**src/source/mgmt_io_cfg.svh**
```systemverilog
/*
 * Management I/O configuration
 * Pad count, pad map, register addresses and the flash pass-through command
 */
`ifndef MGMT_IO_CFG_SVH
`define MGMT_IO_CFG_SVH

// Management pads, 16 or more
`define MGMT_IO_PADS 16

// Housekeeping pins
`define PAD_JTAG 0
`define PAD_SDO 1
`define PAD_SDI 2
`define PAD_CSB 3
`define PAD_SCK 4

// User flash pins
`define PAD_UFL_CSB 8
`define PAD_UFL_SCK 9
`define PAD_UFL_IO0 10
`define PAD_UFL_IO1 11

// Housekeeping register map
`define HK_ADDR_MASKREV 0
`define HK_ADDR_IRQ 1
`define HK_ADDR_RESET 2

// Command byte that opens flash pass-through
`define HK_CMD_PASSTHRU 8'hC4

// GPIO register map and control bits
`define BUS_ADDR_DATA 0
`define BUS_ADDR_OEB 1
`define BUS_ADDR_CTRL 2
`define CTRL_SDO_OVR 0
`define CTRL_JTAG_OVR 1
`define CTRL_HK_CONNECT 2

`endif

```
**src/source/mgmt_io_pkg.sv**
```systemverilog
/*
 * Management I/O types
 * Pad vectors, SPI bytes, bus words and the housekeeping FSM states
 */
`include "mgmt_io_cfg.svh"

package mgmt_io_pkg;

	// One bit per management pad
	typedef logic [`MGMT_IO_PADS-1:0] io_vec_t;

	// One housekeeping SPI byte
	typedef logic [7:0] hk_byte_t;

	// SoC bus data word
	typedef logic [31:0] bus_word_t;

	// GPIO register index
	typedef logic [1:0] bus_addr_t;

	// Housekeeping slave FSM
	typedef enum logic [1:0] {
		HK_IDLE,
		HK_CMD,
		HK_DATA,
		HK_PASS
	} hk_state_e;

endpackage

```
**src/source/hk_spi_slave.sv**
```systemverilog
/*
 * Housekeeping SPI slave
 * Oversamples the SPI pins, decodes command/data byte pairs into the
 * housekeeping registers and relays a user flash pass-through
 */
`include "mgmt_io_cfg.svh"

module hk_spi_slave import mgmt_io_pkg::*; (
	input  logic     clk_i,
	input  logic     rst_n_i,
	// SPI pins, after the pad mux
	input  logic     csb_i,
	input  logic     sck_i,
	input  logic     sdi_i,
	// Flash data, sent back on SDO in pass-through
	input  logic     ufl_io1_i,
	input  hk_byte_t mask_rev_i,
	output logic     sdo_o,
	output logic     sdo_enb_o,
	output logic     pass_thru_o,
	output logic     ufl_csb_o,
	output logic     ufl_sck_o,
	output logic     ufl_sdi_o,
	output logic     irq_o,
	output logic     ext_reset_o
);

	// Two-flop synchronizers with bit 1 as the synchronized value
	logic [1:0] csb_sync_q;
	logic [1:0] sck_sync_q;
	logic [1:0] sdi_sync_q;
	logic       csb_s;
	logic       sck_s;
	logic       sdi_s;
	logic       sck_prev_q;
	logic       sck_rise;
	logic       sck_fall;

	hk_state_e  state_q;
	logic [2:0] bit_cnt_q;
	hk_byte_t   shift_q;
	hk_byte_t   rx_byte;
	hk_byte_t   rd_data;
	hk_byte_t   sdo_shift_q;
	logic [6:0] addr_q;
	logic       wr_q;
	logic       cmd_done;
	logic       data_done;
	logic       irq_q;
	logic       ext_reset_q;

	always_ff @(posedge clk_i) begin
		if (!rst_n_i) begin
			// CSB idles high so nothing is selected out of reset
			csb_sync_q <= 2'b11;
			sck_sync_q <= 2'b00;
			sdi_sync_q <= 2'b00;
			sck_prev_q <= 1'b0;
		end else begin
			csb_sync_q <= {csb_sync_q[0], csb_i};
			sck_sync_q <= {sck_sync_q[0], sck_i};
			sdi_sync_q <= {sdi_sync_q[0], sdi_i};
			sck_prev_q <= sck_s;
		end
	end

	assign csb_s = csb_sync_q[1];
	assign sck_s = sck_sync_q[1];
	assign sdi_s = sdi_sync_q[1];

	// Edges seen one cycle after the synchronized level
	assign sck_rise = sck_s && !sck_prev_q;
	assign sck_fall = !sck_s && sck_prev_q;

	// Byte as it stands once the current bit is shifted in MSB first
	assign rx_byte = {shift_q[6:0], sdi_s};

	// Eighth rise of each byte
	assign cmd_done  = !csb_s && state_q == HK_CMD && sck_rise && bit_cnt_q == 3'd7;
	assign data_done = !csb_s && state_q == HK_DATA && sck_rise && bit_cnt_q == 3'd7;

	// Register read mux addressed by the command byte just received
	always_comb begin
		case (rx_byte[6:0])
			7'(`HK_ADDR_MASKREV): rd_data = mask_rev_i;
			7'(`HK_ADDR_IRQ):     rd_data = {7'b0, irq_q};
			7'(`HK_ADDR_RESET):   rd_data = {7'b0, ext_reset_q};
			default:              rd_data = '0;
		endcase
	end

	always_ff @(posedge clk_i) begin
		if (!rst_n_i) begin
			state_q     <= HK_IDLE;
			bit_cnt_q   <= '0;
			irq_q       <= 1'b0;
			ext_reset_q <= 1'b0;
		end else if (csb_s) begin
			// Deselect aborts whatever was in progress
			state_q   <= HK_IDLE;
			bit_cnt_q <= '0;
		end else begin
			case (state_q)
				HK_IDLE: begin
					state_q   <= HK_CMD;
					bit_cnt_q <= '0;
				end
				HK_CMD: begin
					if (sck_rise) begin
						// Counter wraps to 0 at the end of the byte
						bit_cnt_q <= bit_cnt_q + 3'd1;
					end
					if (cmd_done && rx_byte == `HK_CMD_PASSTHRU) begin
						state_q <= HK_PASS;
					end else if (cmd_done) begin
						state_q <= HK_DATA;
					end
				end
				HK_DATA: begin
					if (sck_rise) begin
						bit_cnt_q <= bit_cnt_q + 3'd1;
					end
					if (data_done) begin
						// Ready for another command in the same frame
						state_q <= HK_CMD;
					end
					if (data_done && wr_q && addr_q == 7'(`HK_ADDR_IRQ)) begin
						irq_q <= rx_byte[0];
					end
					if (data_done && wr_q && addr_q == 7'(`HK_ADDR_RESET)) begin
						ext_reset_q <= rx_byte[0];
					end
				end
				default: begin
					// Pass-through holds until CSB rises
					state_q <= HK_PASS;
				end
			endcase
		end
	end

	// Shift and command capture
	always_ff @(posedge clk_i) begin
		if (sck_rise) begin
			shift_q <= rx_byte;
		end
		if (cmd_done) begin
			wr_q        <= rx_byte[7];
			addr_q      <= rx_byte[6:0];
			sdo_shift_q <= rd_data;
		end else if (state_q == HK_DATA && sck_fall && bit_cnt_q != 3'd0) begin
			// MSB is already out so the fall right after the command is skipped
			sdo_shift_q <= {sdo_shift_q[6:0], 1'b0};
		end
	end

	// SDO driven for read data or the flash reply
	assign sdo_enb_o = !((state_q == HK_DATA && !wr_q) || state_q == HK_PASS);

	always_comb begin
		if (state_q == HK_PASS) begin
			sdo_o = ufl_io1_i;
		end else if (!sdo_enb_o) begin
			sdo_o = sdo_shift_q[7];
		end else begin
			sdo_o = 1'b0;
		end
	end

	assign pass_thru_o = state_q == HK_PASS;

	// Flash pins idle when not relaying
	assign ufl_csb_o = pass_thru_o ? csb_s : 1'b1;
	assign ufl_sck_o = pass_thru_o && sck_s;
	assign ufl_sdi_o = pass_thru_o && sdi_s;

	assign irq_o       = irq_q;
	assign ext_reset_o = ext_reset_q;

	// Pass-through drops one cycle after deselect at the latest
	a_pass_ends: assert property (@(posedge clk_i) disable iff (!rst_n_i)
		csb_s && $past(csb_s) |-> !pass_thru_o);

	// Deselect leaves the FSM idle with SDO released
	a_idle_enb: assert property (@(posedge clk_i) disable iff (!rst_n_i)
		csb_s && $past(csb_s) |-> sdo_enb_o);

endmodule

```
**src/source/gpio_ctrl_regs.sv**
```systemverilog
/*
 * GPIO control registers
 * Pad data, output enables and override bits on a valid/ready bus
 */
`include "mgmt_io_cfg.svh"

module gpio_ctrl_regs import mgmt_io_pkg::*; (
	input  logic      clk_i,
	input  logic      rst_n_i,
	// Request channel
	input  logic      bus_valid_i,
	output logic      bus_ready_o,
	input  logic      bus_we_i,
	input  bus_addr_t bus_addr_i,
	input  bus_word_t bus_wdata_i,
	// Response channel
	output logic      bus_rsp_valid_o,
	input  logic      bus_rsp_ready_i,
	output bus_word_t bus_rdata_o,
	// To the pad mux
	output io_vec_t   soc_out_o,
	output io_vec_t   soc_oeb_o,
	output logic      sdo_ovr_o,
	output logic      jtag_ovr_o,
	output logic      hk_connect_o
);

	localparam int CTRL_W = `CTRL_HK_CONNECT + 1;

	io_vec_t           data_q;
	io_vec_t           data_d;
	io_vec_t           oeb_q;
	io_vec_t           oeb_d;
	logic [CTRL_W-1:0] ctrl_q;
	logic [CTRL_W-1:0] ctrl_d;
	logic              rsp_valid_q;
	bus_word_t         rdata_q;
	bus_word_t         rdata_d;
	logic              req_acc;

	// Stall only while a response is stuck
	assign bus_ready_o = !rsp_valid_q || bus_rsp_ready_i;
	assign req_acc     = bus_valid_i && bus_ready_o;

	// Register update on an accepted write
	always_comb begin
		data_d = data_q;
		oeb_d  = oeb_q;
		ctrl_d = ctrl_q;
		if (req_acc && bus_we_i) begin
			case (bus_addr_i)
				2'(`BUS_ADDR_DATA): data_d = io_vec_t'(bus_wdata_i);
				2'(`BUS_ADDR_OEB):  oeb_d  = io_vec_t'(bus_wdata_i);
				2'(`BUS_ADDR_CTRL): ctrl_d = bus_wdata_i[CTRL_W-1:0];
				default: begin
					// Unmapped slot, write dropped
				end
			endcase
		end
	end

	// Response data from the updated values, so a write echoes the new value
	always_comb begin
		case (bus_addr_i)
			2'(`BUS_ADDR_DATA): rdata_d = bus_word_t'(data_d);
			2'(`BUS_ADDR_OEB):  rdata_d = bus_word_t'(oeb_d);
			2'(`BUS_ADDR_CTRL): rdata_d = bus_word_t'(ctrl_d);
			default:            rdata_d = '0;
		endcase
	end

	always_ff @(posedge clk_i) begin
		if (!rst_n_i) begin
			data_q      <= '0;
			// All pads start as inputs
			oeb_q       <= '1;
			ctrl_q      <= '0;
			rsp_valid_q <= 1'b0;
		end else begin
			data_q <= data_d;
			oeb_q  <= oeb_d;
			ctrl_q <= ctrl_d;
			if (req_acc) begin
				rsp_valid_q <= 1'b1;
			end else if (bus_rsp_ready_i) begin
				rsp_valid_q <= 1'b0;
			end
		end
	end

	always_ff @(posedge clk_i) begin
		if (req_acc) begin
			rdata_q <= rdata_d;
		end
	end

	assign bus_rsp_valid_o = rsp_valid_q;
	assign bus_rdata_o     = rdata_q;

	assign soc_out_o    = data_q;
	assign soc_oeb_o    = oeb_q;
	assign sdo_ovr_o    = ctrl_q[`CTRL_SDO_OVR];
	assign jtag_ovr_o   = ctrl_q[`CTRL_JTAG_OVR];
	assign hk_connect_o = ctrl_q[`CTRL_HK_CONNECT];

	// Held response keeps its data
	a_rsp_hold: assert property (@(posedge clk_i) disable iff (!rst_n_i)
		bus_rsp_valid_o && !bus_rsp_ready_i |=> bus_rsp_valid_o && $stable(bus_rdata_o));

endmodule

```
**src/source/pad_io_mux.sv**
```systemverilog
/*
 * Management pad mux
 * Merges SoC pad data with housekeeping SDO, JTAG and flash pass-through,
 * and picks the housekeeping SPI inputs
 */
`include "mgmt_io_cfg.svh"

module pad_io_mux import mgmt_io_pkg::*; (
	input  io_vec_t pad_in_i,
	input  io_vec_t soc_out_i,
	input  io_vec_t soc_oeb_i,
	input  logic    sdo_ovr_i,
	input  logic    jtag_ovr_i,
	input  logic    hk_connect_i,
	// From the housekeeping slave
	input  logic    hk_sdo_i,
	input  logic    hk_sdo_enb_i,
	input  logic    pass_thru_i,
	input  logic    ufl_csb_i,
	input  logic    ufl_sck_i,
	input  logic    ufl_sdi_i,
	output io_vec_t pad_out_o,
	output io_vec_t pad_oeb_o,
	// To the housekeeping slave
	output logic    hk_csb_o,
	output logic    hk_sck_o,
	output logic    hk_sdi_o,
	output logic    ufl_io1_o
);

	always_comb begin
		// SoC owns every pad unless a rule below takes it
		pad_out_o = soc_out_i;
		pad_oeb_o = soc_oeb_i;

		// JTAG not implemented, output low unless the SoC overrides
		pad_out_o[`PAD_JTAG] = jtag_ovr_i ? soc_out_i[`PAD_JTAG] : 1'b0;

		// SDO from housekeeping unless overridden
		pad_out_o[`PAD_SDO] = sdo_ovr_i ? soc_out_i[`PAD_SDO] : hk_sdo_i;
		pad_oeb_o[`PAD_SDO] = sdo_ovr_i ? soc_oeb_i[`PAD_SDO] : hk_sdo_enb_i;

		// User flash pins relayed during pass-through
		if (pass_thru_i) begin
			pad_out_o[`PAD_UFL_CSB] = ufl_csb_i;
			pad_out_o[`PAD_UFL_SCK] = ufl_sck_i;
			pad_out_o[`PAD_UFL_IO0] = ufl_sdi_i;
		end
	end

	// hk_connect loops the SoC outputs back into the slave
	assign hk_csb_o = hk_connect_i ? soc_out_i[`PAD_CSB] : pad_in_i[`PAD_CSB];
	assign hk_sck_o = hk_connect_i ? soc_out_i[`PAD_SCK] : pad_in_i[`PAD_SCK];
	assign hk_sdi_o = hk_connect_i ? soc_out_i[`PAD_SDI] : pad_in_i[`PAD_SDI];

	// Flash reply
	assign ufl_io1_o = pad_in_i[`PAD_UFL_IO1];

endmodule

```
**src/source/mgmt_io_top.sv**
```systemverilog
/*
 * Management I/O top
 * Housekeeping SPI slave and GPIO registers joined through the pad mux
 */
`include "mgmt_io_cfg.svh"

module mgmt_io_top import mgmt_io_pkg::*; (
	input  logic      clk_i,
	input  logic      rst_n_i,
	// Pads
	input  io_vec_t   pad_in_i,
	output io_vec_t   pad_out_o,
	output io_vec_t   pad_oeb_o,
	// Housekeeping
	input  hk_byte_t  mask_rev_i,
	output logic      irq_o,
	output logic      ext_reset_o,
	// SoC bus
	input  logic      bus_valid_i,
	output logic      bus_ready_o,
	input  logic      bus_we_i,
	input  bus_addr_t bus_addr_i,
	input  bus_word_t bus_wdata_i,
	output logic      bus_rsp_valid_o,
	input  logic      bus_rsp_ready_i,
	output bus_word_t bus_rdata_o
);

	// GPIO registers to mux
	io_vec_t soc_out;
	io_vec_t soc_oeb;
	logic    sdo_ovr;
	logic    jtag_ovr;
	logic    hk_connect;

	// Slave to mux
	logic    hk_sdo;
	logic    hk_sdo_enb;
	logic    pass_thru;
	logic    ufl_csb;
	logic    ufl_sck;
	logic    ufl_sdi;

	// Mux to slave
	logic    hk_csb;
	logic    hk_sck;
	logic    hk_sdi;
	logic    ufl_io1;

	hk_spi_slave u_hk_spi (
		.clk_i       (clk_i),
		.rst_n_i     (rst_n_i),
		.csb_i       (hk_csb),
		.sck_i       (hk_sck),
		.sdi_i       (hk_sdi),
		.ufl_io1_i   (ufl_io1),
		.mask_rev_i  (mask_rev_i),
		.sdo_o       (hk_sdo),
		.sdo_enb_o   (hk_sdo_enb),
		.pass_thru_o (pass_thru),
		.ufl_csb_o   (ufl_csb),
		.ufl_sck_o   (ufl_sck),
		.ufl_sdi_o   (ufl_sdi),
		.irq_o       (irq_o),
		.ext_reset_o (ext_reset_o)
	);

	gpio_ctrl_regs u_gpio_regs (
		.clk_i           (clk_i),
		.rst_n_i         (rst_n_i),
		.bus_valid_i     (bus_valid_i),
		.bus_ready_o     (bus_ready_o),
		.bus_we_i        (bus_we_i),
		.bus_addr_i      (bus_addr_i),
		.bus_wdata_i     (bus_wdata_i),
		.bus_rsp_valid_o (bus_rsp_valid_o),
		.bus_rsp_ready_i (bus_rsp_ready_i),
		.bus_rdata_o     (bus_rdata_o),
		.soc_out_o       (soc_out),
		.soc_oeb_o       (soc_oeb),
		.sdo_ovr_o       (sdo_ovr),
		.jtag_ovr_o      (jtag_ovr),
		.hk_connect_o    (hk_connect)
	);

	pad_io_mux u_pad_mux (
		.pad_in_i     (pad_in_i),
		.soc_out_i    (soc_out),
		.soc_oeb_i    (soc_oeb),
		.sdo_ovr_i    (sdo_ovr),
		.jtag_ovr_i   (jtag_ovr),
		.hk_connect_i (hk_connect),
		.hk_sdo_i     (hk_sdo),
		.hk_sdo_enb_i (hk_sdo_enb),
		.pass_thru_i  (pass_thru),
		.ufl_csb_i    (ufl_csb),
		.ufl_sck_i    (ufl_sck),
		.ufl_sdi_i    (ufl_sdi),
		.pad_out_o    (pad_out_o),
		.pad_oeb_o    (pad_oeb_o),
		.hk_csb_o     (hk_csb),
		.hk_sck_o     (hk_sck),
		.hk_sdi_o     (hk_sdi),
		.ufl_io1_o    (ufl_io1)
	);

endmodule

```
**config.mk**
```make
export PLATFORM = sky130hd
export DESIGN_NAME = mgmt_io_top
export DESIGN_NICKNAME = d
export VERILOG_FILES = /design/src/source/mgmt_io_pkg.sv /design/src/source/hk_spi_slave.sv /design/src/source/gpio_ctrl_regs.sv /design/src/source/pad_io_mux.sv /design/src/source/mgmt_io_top.sv
export VERILOG_INCLUDE_DIRS = /design/src /design/src/source
export SDC_FILE = /design/constraint.sdc
export NUM_CORES = 1
export LEC_CHECK = 0
export ABC_AREA = 1
export BUFFER_PORTS_ARGS = -buffer_cell sky130_fd_sc_hd__buf_4
export CAP_MARGIN = 20
export CORE_MARGIN = 8
export CORE_UTILIZATION = 43
export DETAILED_ROUTE_END_ITERATION = 6
export GPL_TIMING_DRIVEN = 0
export HOLD_SLACK_MARGIN = 0.02
export PLACE_DENSITY = 0.78
export REMOVE_ABC_BUFFERS = 1
export SLEW_MARGIN = 15
export SYNTH_ARGS = -nofsm -noshare
export SYNTH_HDL_FRONTEND = slang
export SYNTH_HIERARCHICAL = 1
export SYNTH_SLANG_ARGS = --single-unit
```
**constraint.sdc**
```tcl
create_clock -name clk_i -period 5 [get_ports clk_i]
set_clock_uncertainty 0.2 [all_clocks]
set_input_delay 1.5 -clock clk_i [delete_from_list [all_inputs] [get_ports clk_i]]
set_output_delay 1.5 -clock clk_i [all_outputs]
set_load 0.02 [all_outputs]
```
Yosys cells after proc, flatten, opt, wreduce, memory -nomap -nowiden --
Cells that the tools add are included.
Storage, ports and cells: flip-flop bits (word level) 105, logic and storage cells 101, memories 0, memory bits (writable) 0, latch bits 0, bits in read-only memories 0, bits of input ports 63, output and inout bits 68
Operators by class: shifts and indexed selects 0, eq/ne operators 14, multiply operators 0, reduce and logical (&&, ||, !) cells 40, bitwise logic cells 2, add/sub/neg operators 1, $lt $le $gt $ge 0, divide/modulo/power cells 0, mux-type cells 27
Operator list (count):
- two-way mux 16 bit | 4
- case mux 16 bit (3 select lines) | 1
- case mux 8 bit (3 select lines) | 1
- logical AND 1 bit | 19
- two-way mux 8 bit | 2
- == test 7 x 1 -> 1 bit (second input constant) | 2
- == test 7 x 2 -> 1 bit (second input constant) | 2
- two-way mux 3 bit | 4
- two-way mux 1 bit | 10
- == test 8 bit (second input constant) | 1
- zero test 7 bit | 1
- == test 2 bit (second input constant) | 3
- zero test 1 bit | 6
- two-way mux 2 bit | 3
- case mux 2 bit (3 select lines) | 1
- case mux 3 bit (2 select lines) | 1
- AND reduction 3 bit | 2
- nonzero test 2 bit | 3
- == test 2 x 1 -> 1 bit (second input constant) | 2
- zero test 2 bit | 2
- inequality test 2 x 1 -> 1 bit (second input constant) | 2
- AND reduction 2 bit | 2
- OR reduction 2 bit | 2
- adder 3 x 1 -> 3 bit (second input constant) | 1
- 5 further kinds | 7

Logic depth before layout (Yosys ltp) --
depth in word-level cells 7, depth in mapped cells 10, gate-level depth less buffers 10

By module --
Netlist, hierarchy kept.
Modules (own cells, without submodules):
- gpio_ctrl_regs | area an instance 2513.7 um^2, cells each 329, times used 1, sequential area each 1201.2 um^2
- hk_spi_slave | area an instance 1652.8 um^2, cells each 171, times used 1, sequential area each 970.9 um^2
- pad_io_mux | area an instance 311.5 um^2, cells each 56, times used 1, sequential area each 0.0 um^2

Worst setup path before layout --
Ideal clock, no wire load.
kind in2out, from in pad_in_i[11], to out pad_out_o[1], path buffers 1, stages on the path 5, slack 1.350 ns, arrival time 1.950 ns, data required time 3.300 ns, cell sequence buf_4 a21oi_1 inv_1 nand2_1 nand2_1
Between the ends: word-level cells in the longest chain between the ends 2
Ends and longest elaborated chain:
- start: declaration | RTL line mgmt_io_top.sv:11 | input io_vec_t pad_in_i,
- two-way mux 1 bit | RTL line hk_spi_slave.sv:161 | if (state_q == HK_PASS) begin
- named net hk_sdo | RTL line mgmt_io_top.sv:37 | logic hk_sdo;
- two-way mux 1 bit | RTL line pad_io_mux.sv:40 | pad_out_o[`PAD_SDO] = sdo_ovr_i ? soc_out_i[`PAD_SDO] : hk_sdo_i;
- end: declaration | RTL line mgmt_io_top.sv:12 | output io_vec_t pad_out_o,
The timed path passes the listed nets, and every way through them passes these cells.

Worst setup path after layout --
Same ends and word-level chain as after synthesis.

==> run metrics <==
initial antenna violation count 0; register area share after synthesis 48.5%; Netlist cell types 31; DRT iter0 DRCs 265; vias per cell 4.87; worst reg-to-reg path cell count 7; DRT Pass-1 Iters 4; Die ar. 0.0139 mm²; RSZ-0062 raised after global routing no; Power Density 294 mW/mm²; Synth Register Bits 89; Final Max Tran Viols 0; worst-path cell with the longest stage delay buf_4; P_leak 2.46 nW; Starting Density 43.8%; pin count of the biggest net entering global routing 41; Max Root-Sink Buffers 2; first-pass GRT wire length 16900 µm; HP Class flop to flop; Area Overhead vs Synth 14.9%; Reg clk slew, reported paths 90 ps; switching part of the total 26.9%; Arr. time, crit path 2070 ps; WL/cell 14.0 µm; most frequent cells in the layout nand2_1 (208), buf_4 (86), dfxtp_1 (50); peak supply drop 0.146 mV; final WL 10500 µm; worst slew pin tran 962 ps; Tmin final 3770 ps; Seq pwr share 53.0%; part of the cycle the worst path needs 75.5%; final core occ 50.3%; hold_ws 220 ps; Root Buffer clkbuf_8; Max-slew headroom 35.8%; Critical Path Source Type input pin; status completed; critical path peak fanout 1; global-route usage over all layers 14.9%; # resized after CTS 0; H-tree depth 3; power share of the combinational group 12.8%; Die X 118 µm; MaxCap Viol Count 0; Skew-Pair Late Insertion Delay 360 ps; total internal power 0.00110 W; routability-driven placement congestion ratio 0.858; Yosys warning count 6; Net Sw Power 0.000406 W; commonest non-fill, non-tap cell in the layout nand2_1; DR DRC count 0; Clock Sinks 89; synthesized cell area 0.00448 mm²; TritonCTS Buffers 9; Final HPWL DP 7630 µm; GR Overflow Total 0; Sum Neg Setup Slack 0 ps; DRT antenna net count 0; Hold Fails Final Rpt 0; final net count 682; CP endpoint kind output pin; Core Area 0.0102 mm²; critical path type input pin to output pin; vias 3663; share of cells above drive strength 1 21.3%; Critical Path, Cell by Cell buf_4 > a21oi_1 > inv_1 > nand2_1 > nand2_1 > buf_4; slowest stage delay, CP 160 ps; setup repair bufs after CTS 0; antenna cells 0; CTS tree built; Critical Path RT 3300 ps; final setup violation count 0; PortBufs 86; row count 37; number of global-route vias before repair 3716; CTS Hold Bufs 0; Max Clk Rate 265 MHz; DIE HEIGHT 118 µm; hold-critical path depth 2; clock share of power 34.2%; # IOs 131; Synth Area per Inst 8.05 µm²; Cells after Synth 556
worst max-delay path: cells and delay by family:
family / cells / cell delay [ps]
AND/OR/NAND/NOR: 2 / 120
AO/OA/AOI/OAI: 1 / 130
buffers and inverters: 3 / 330
power groups by stage:
stage	clock (W)	sequential (W)	combinational, W
3_3_place_gp	0	0.000816	0.000189
4_1_cts	0.000532	0.000800	0.000193
3_5_place_dp	0	0.000817	0.000193
6_report	0.000517	0.000800	0.000193
2_1_floorplan	0	0.000835	0.0000888
5_1_grt	0.000557	0.000803	0.000211
final cells by class:
cell class	instances	area [µm²]
fillers	968	5090
clock buffers	10	138
multi-input cells	369	1730
clock inverters	6	72.6
inverters	56	215
flip-flops and latches	89	2170
repair buffers	86	646
well taps	136	170
stage by stage:
step	setup slack, ps	instances	cell area, µm²	power [W]
2_1_floorplan	1460	514	4120	0.000924
3_3_place_gp	1210	736	4930	0.00100
3_5_place_dp	1210	736	4930	0.00101
4_1_cts	1210	752	5140	0.00153
5_1_grt	1180	752	5140	0.00157
6_report	1230	752	5140	0.00151
worst paths after layout:
path                                     end                         from  slack (ps)
hold / removal        u_hk_spi/sck_sync_q[1]       u_hk_spi/sck_sync_q[0]         220
hold reg to reg       u_hk_spi/sck_sync_q[1]       u_hk_spi/sck_sync_q[0]         220
setup reg to reg  u_gpio_regs/bus_rdata_o[8]  u_gpio_regs/bus_rsp_valid_o        2700
setup / recovery                pad_out_o[1]                 pad_in_i[11]        1230
logic make-up after synthesis:
family / count (synthesis) / share of synthesized area, %
simple gates: 282 / 27.3
buf+inv: 113 / 14.1
flops: 89 / 48.5
compound gates: 63 / 7.77
fa+ha+maj: 8 / 2.24
other cells: 1 / 0.0837
registers in the layout, summed over array words and instances, names as in the netlist, 2 cells and up:
register and flops:
u_hk_spi/sck_sync_q 2, u_hk_spi/addr_q 7, u_gpio_regs/bus_rdata_o 16, u_gpio_regs/soc_out_o 16, u_hk_spi/bit_cnt_q 3, u_hk_spi/sdi_sync_q 2
u_hk_spi/state_q 2, u_hk_spi/sdo_shift_q 8, u_hk_spi/shift_q 7, u_hk_spi/csb_sync_q 2, u_gpio_regs/soc_oeb_o 16, u_gpio_regs/ctrl_q 3
Yosys cell counts:
master	number	area, µm²
a21oi_1	22	110
and2_1	4	25.0
buf_2	3	15.0
buf_4	47	353
buf_6	3	33.8
clkbuf_1	4	15.0
clkinv_1	1	3.75
conb_1	1	3.75
dfxtp_1	50	1000
edfxtp_1	39	1170
ha_1	8	100
inv_1	49	184
inv_2	4	15.0
inv_4	2	12.5
nand2_1	208	781
nand2_4	3	33.8
nand3_1	30	150
nand3_4	2	35.0
nand4_4	1	21.3
nor2_1	23	86.3
nor2_2	5	31.3
nor2_4	1	11.3
nor2_8	1	20.0
nor3_1	1	5.00
nor3_2	1	10.0
o2111ai_1	1	8.76
o21ai_0	8	40.0
o21ai_1	24	120
o21ai_2	7	61.3
o21bai_1	1	7.51
or2_2	2	12.5
layer usage:
metal | track usage (%) | up-vias | share of wire (%)
met1 | 15.6 | 1684 | 39
li1 | - | 1812 | -
met5 | 0 | - | 0
met3 | 5.76 | 17 | 9.2
met4 | 5.12 | 0 | 1.4
met2 | 26.5 | 150 | 50
(Power assumes the default switching activity.)
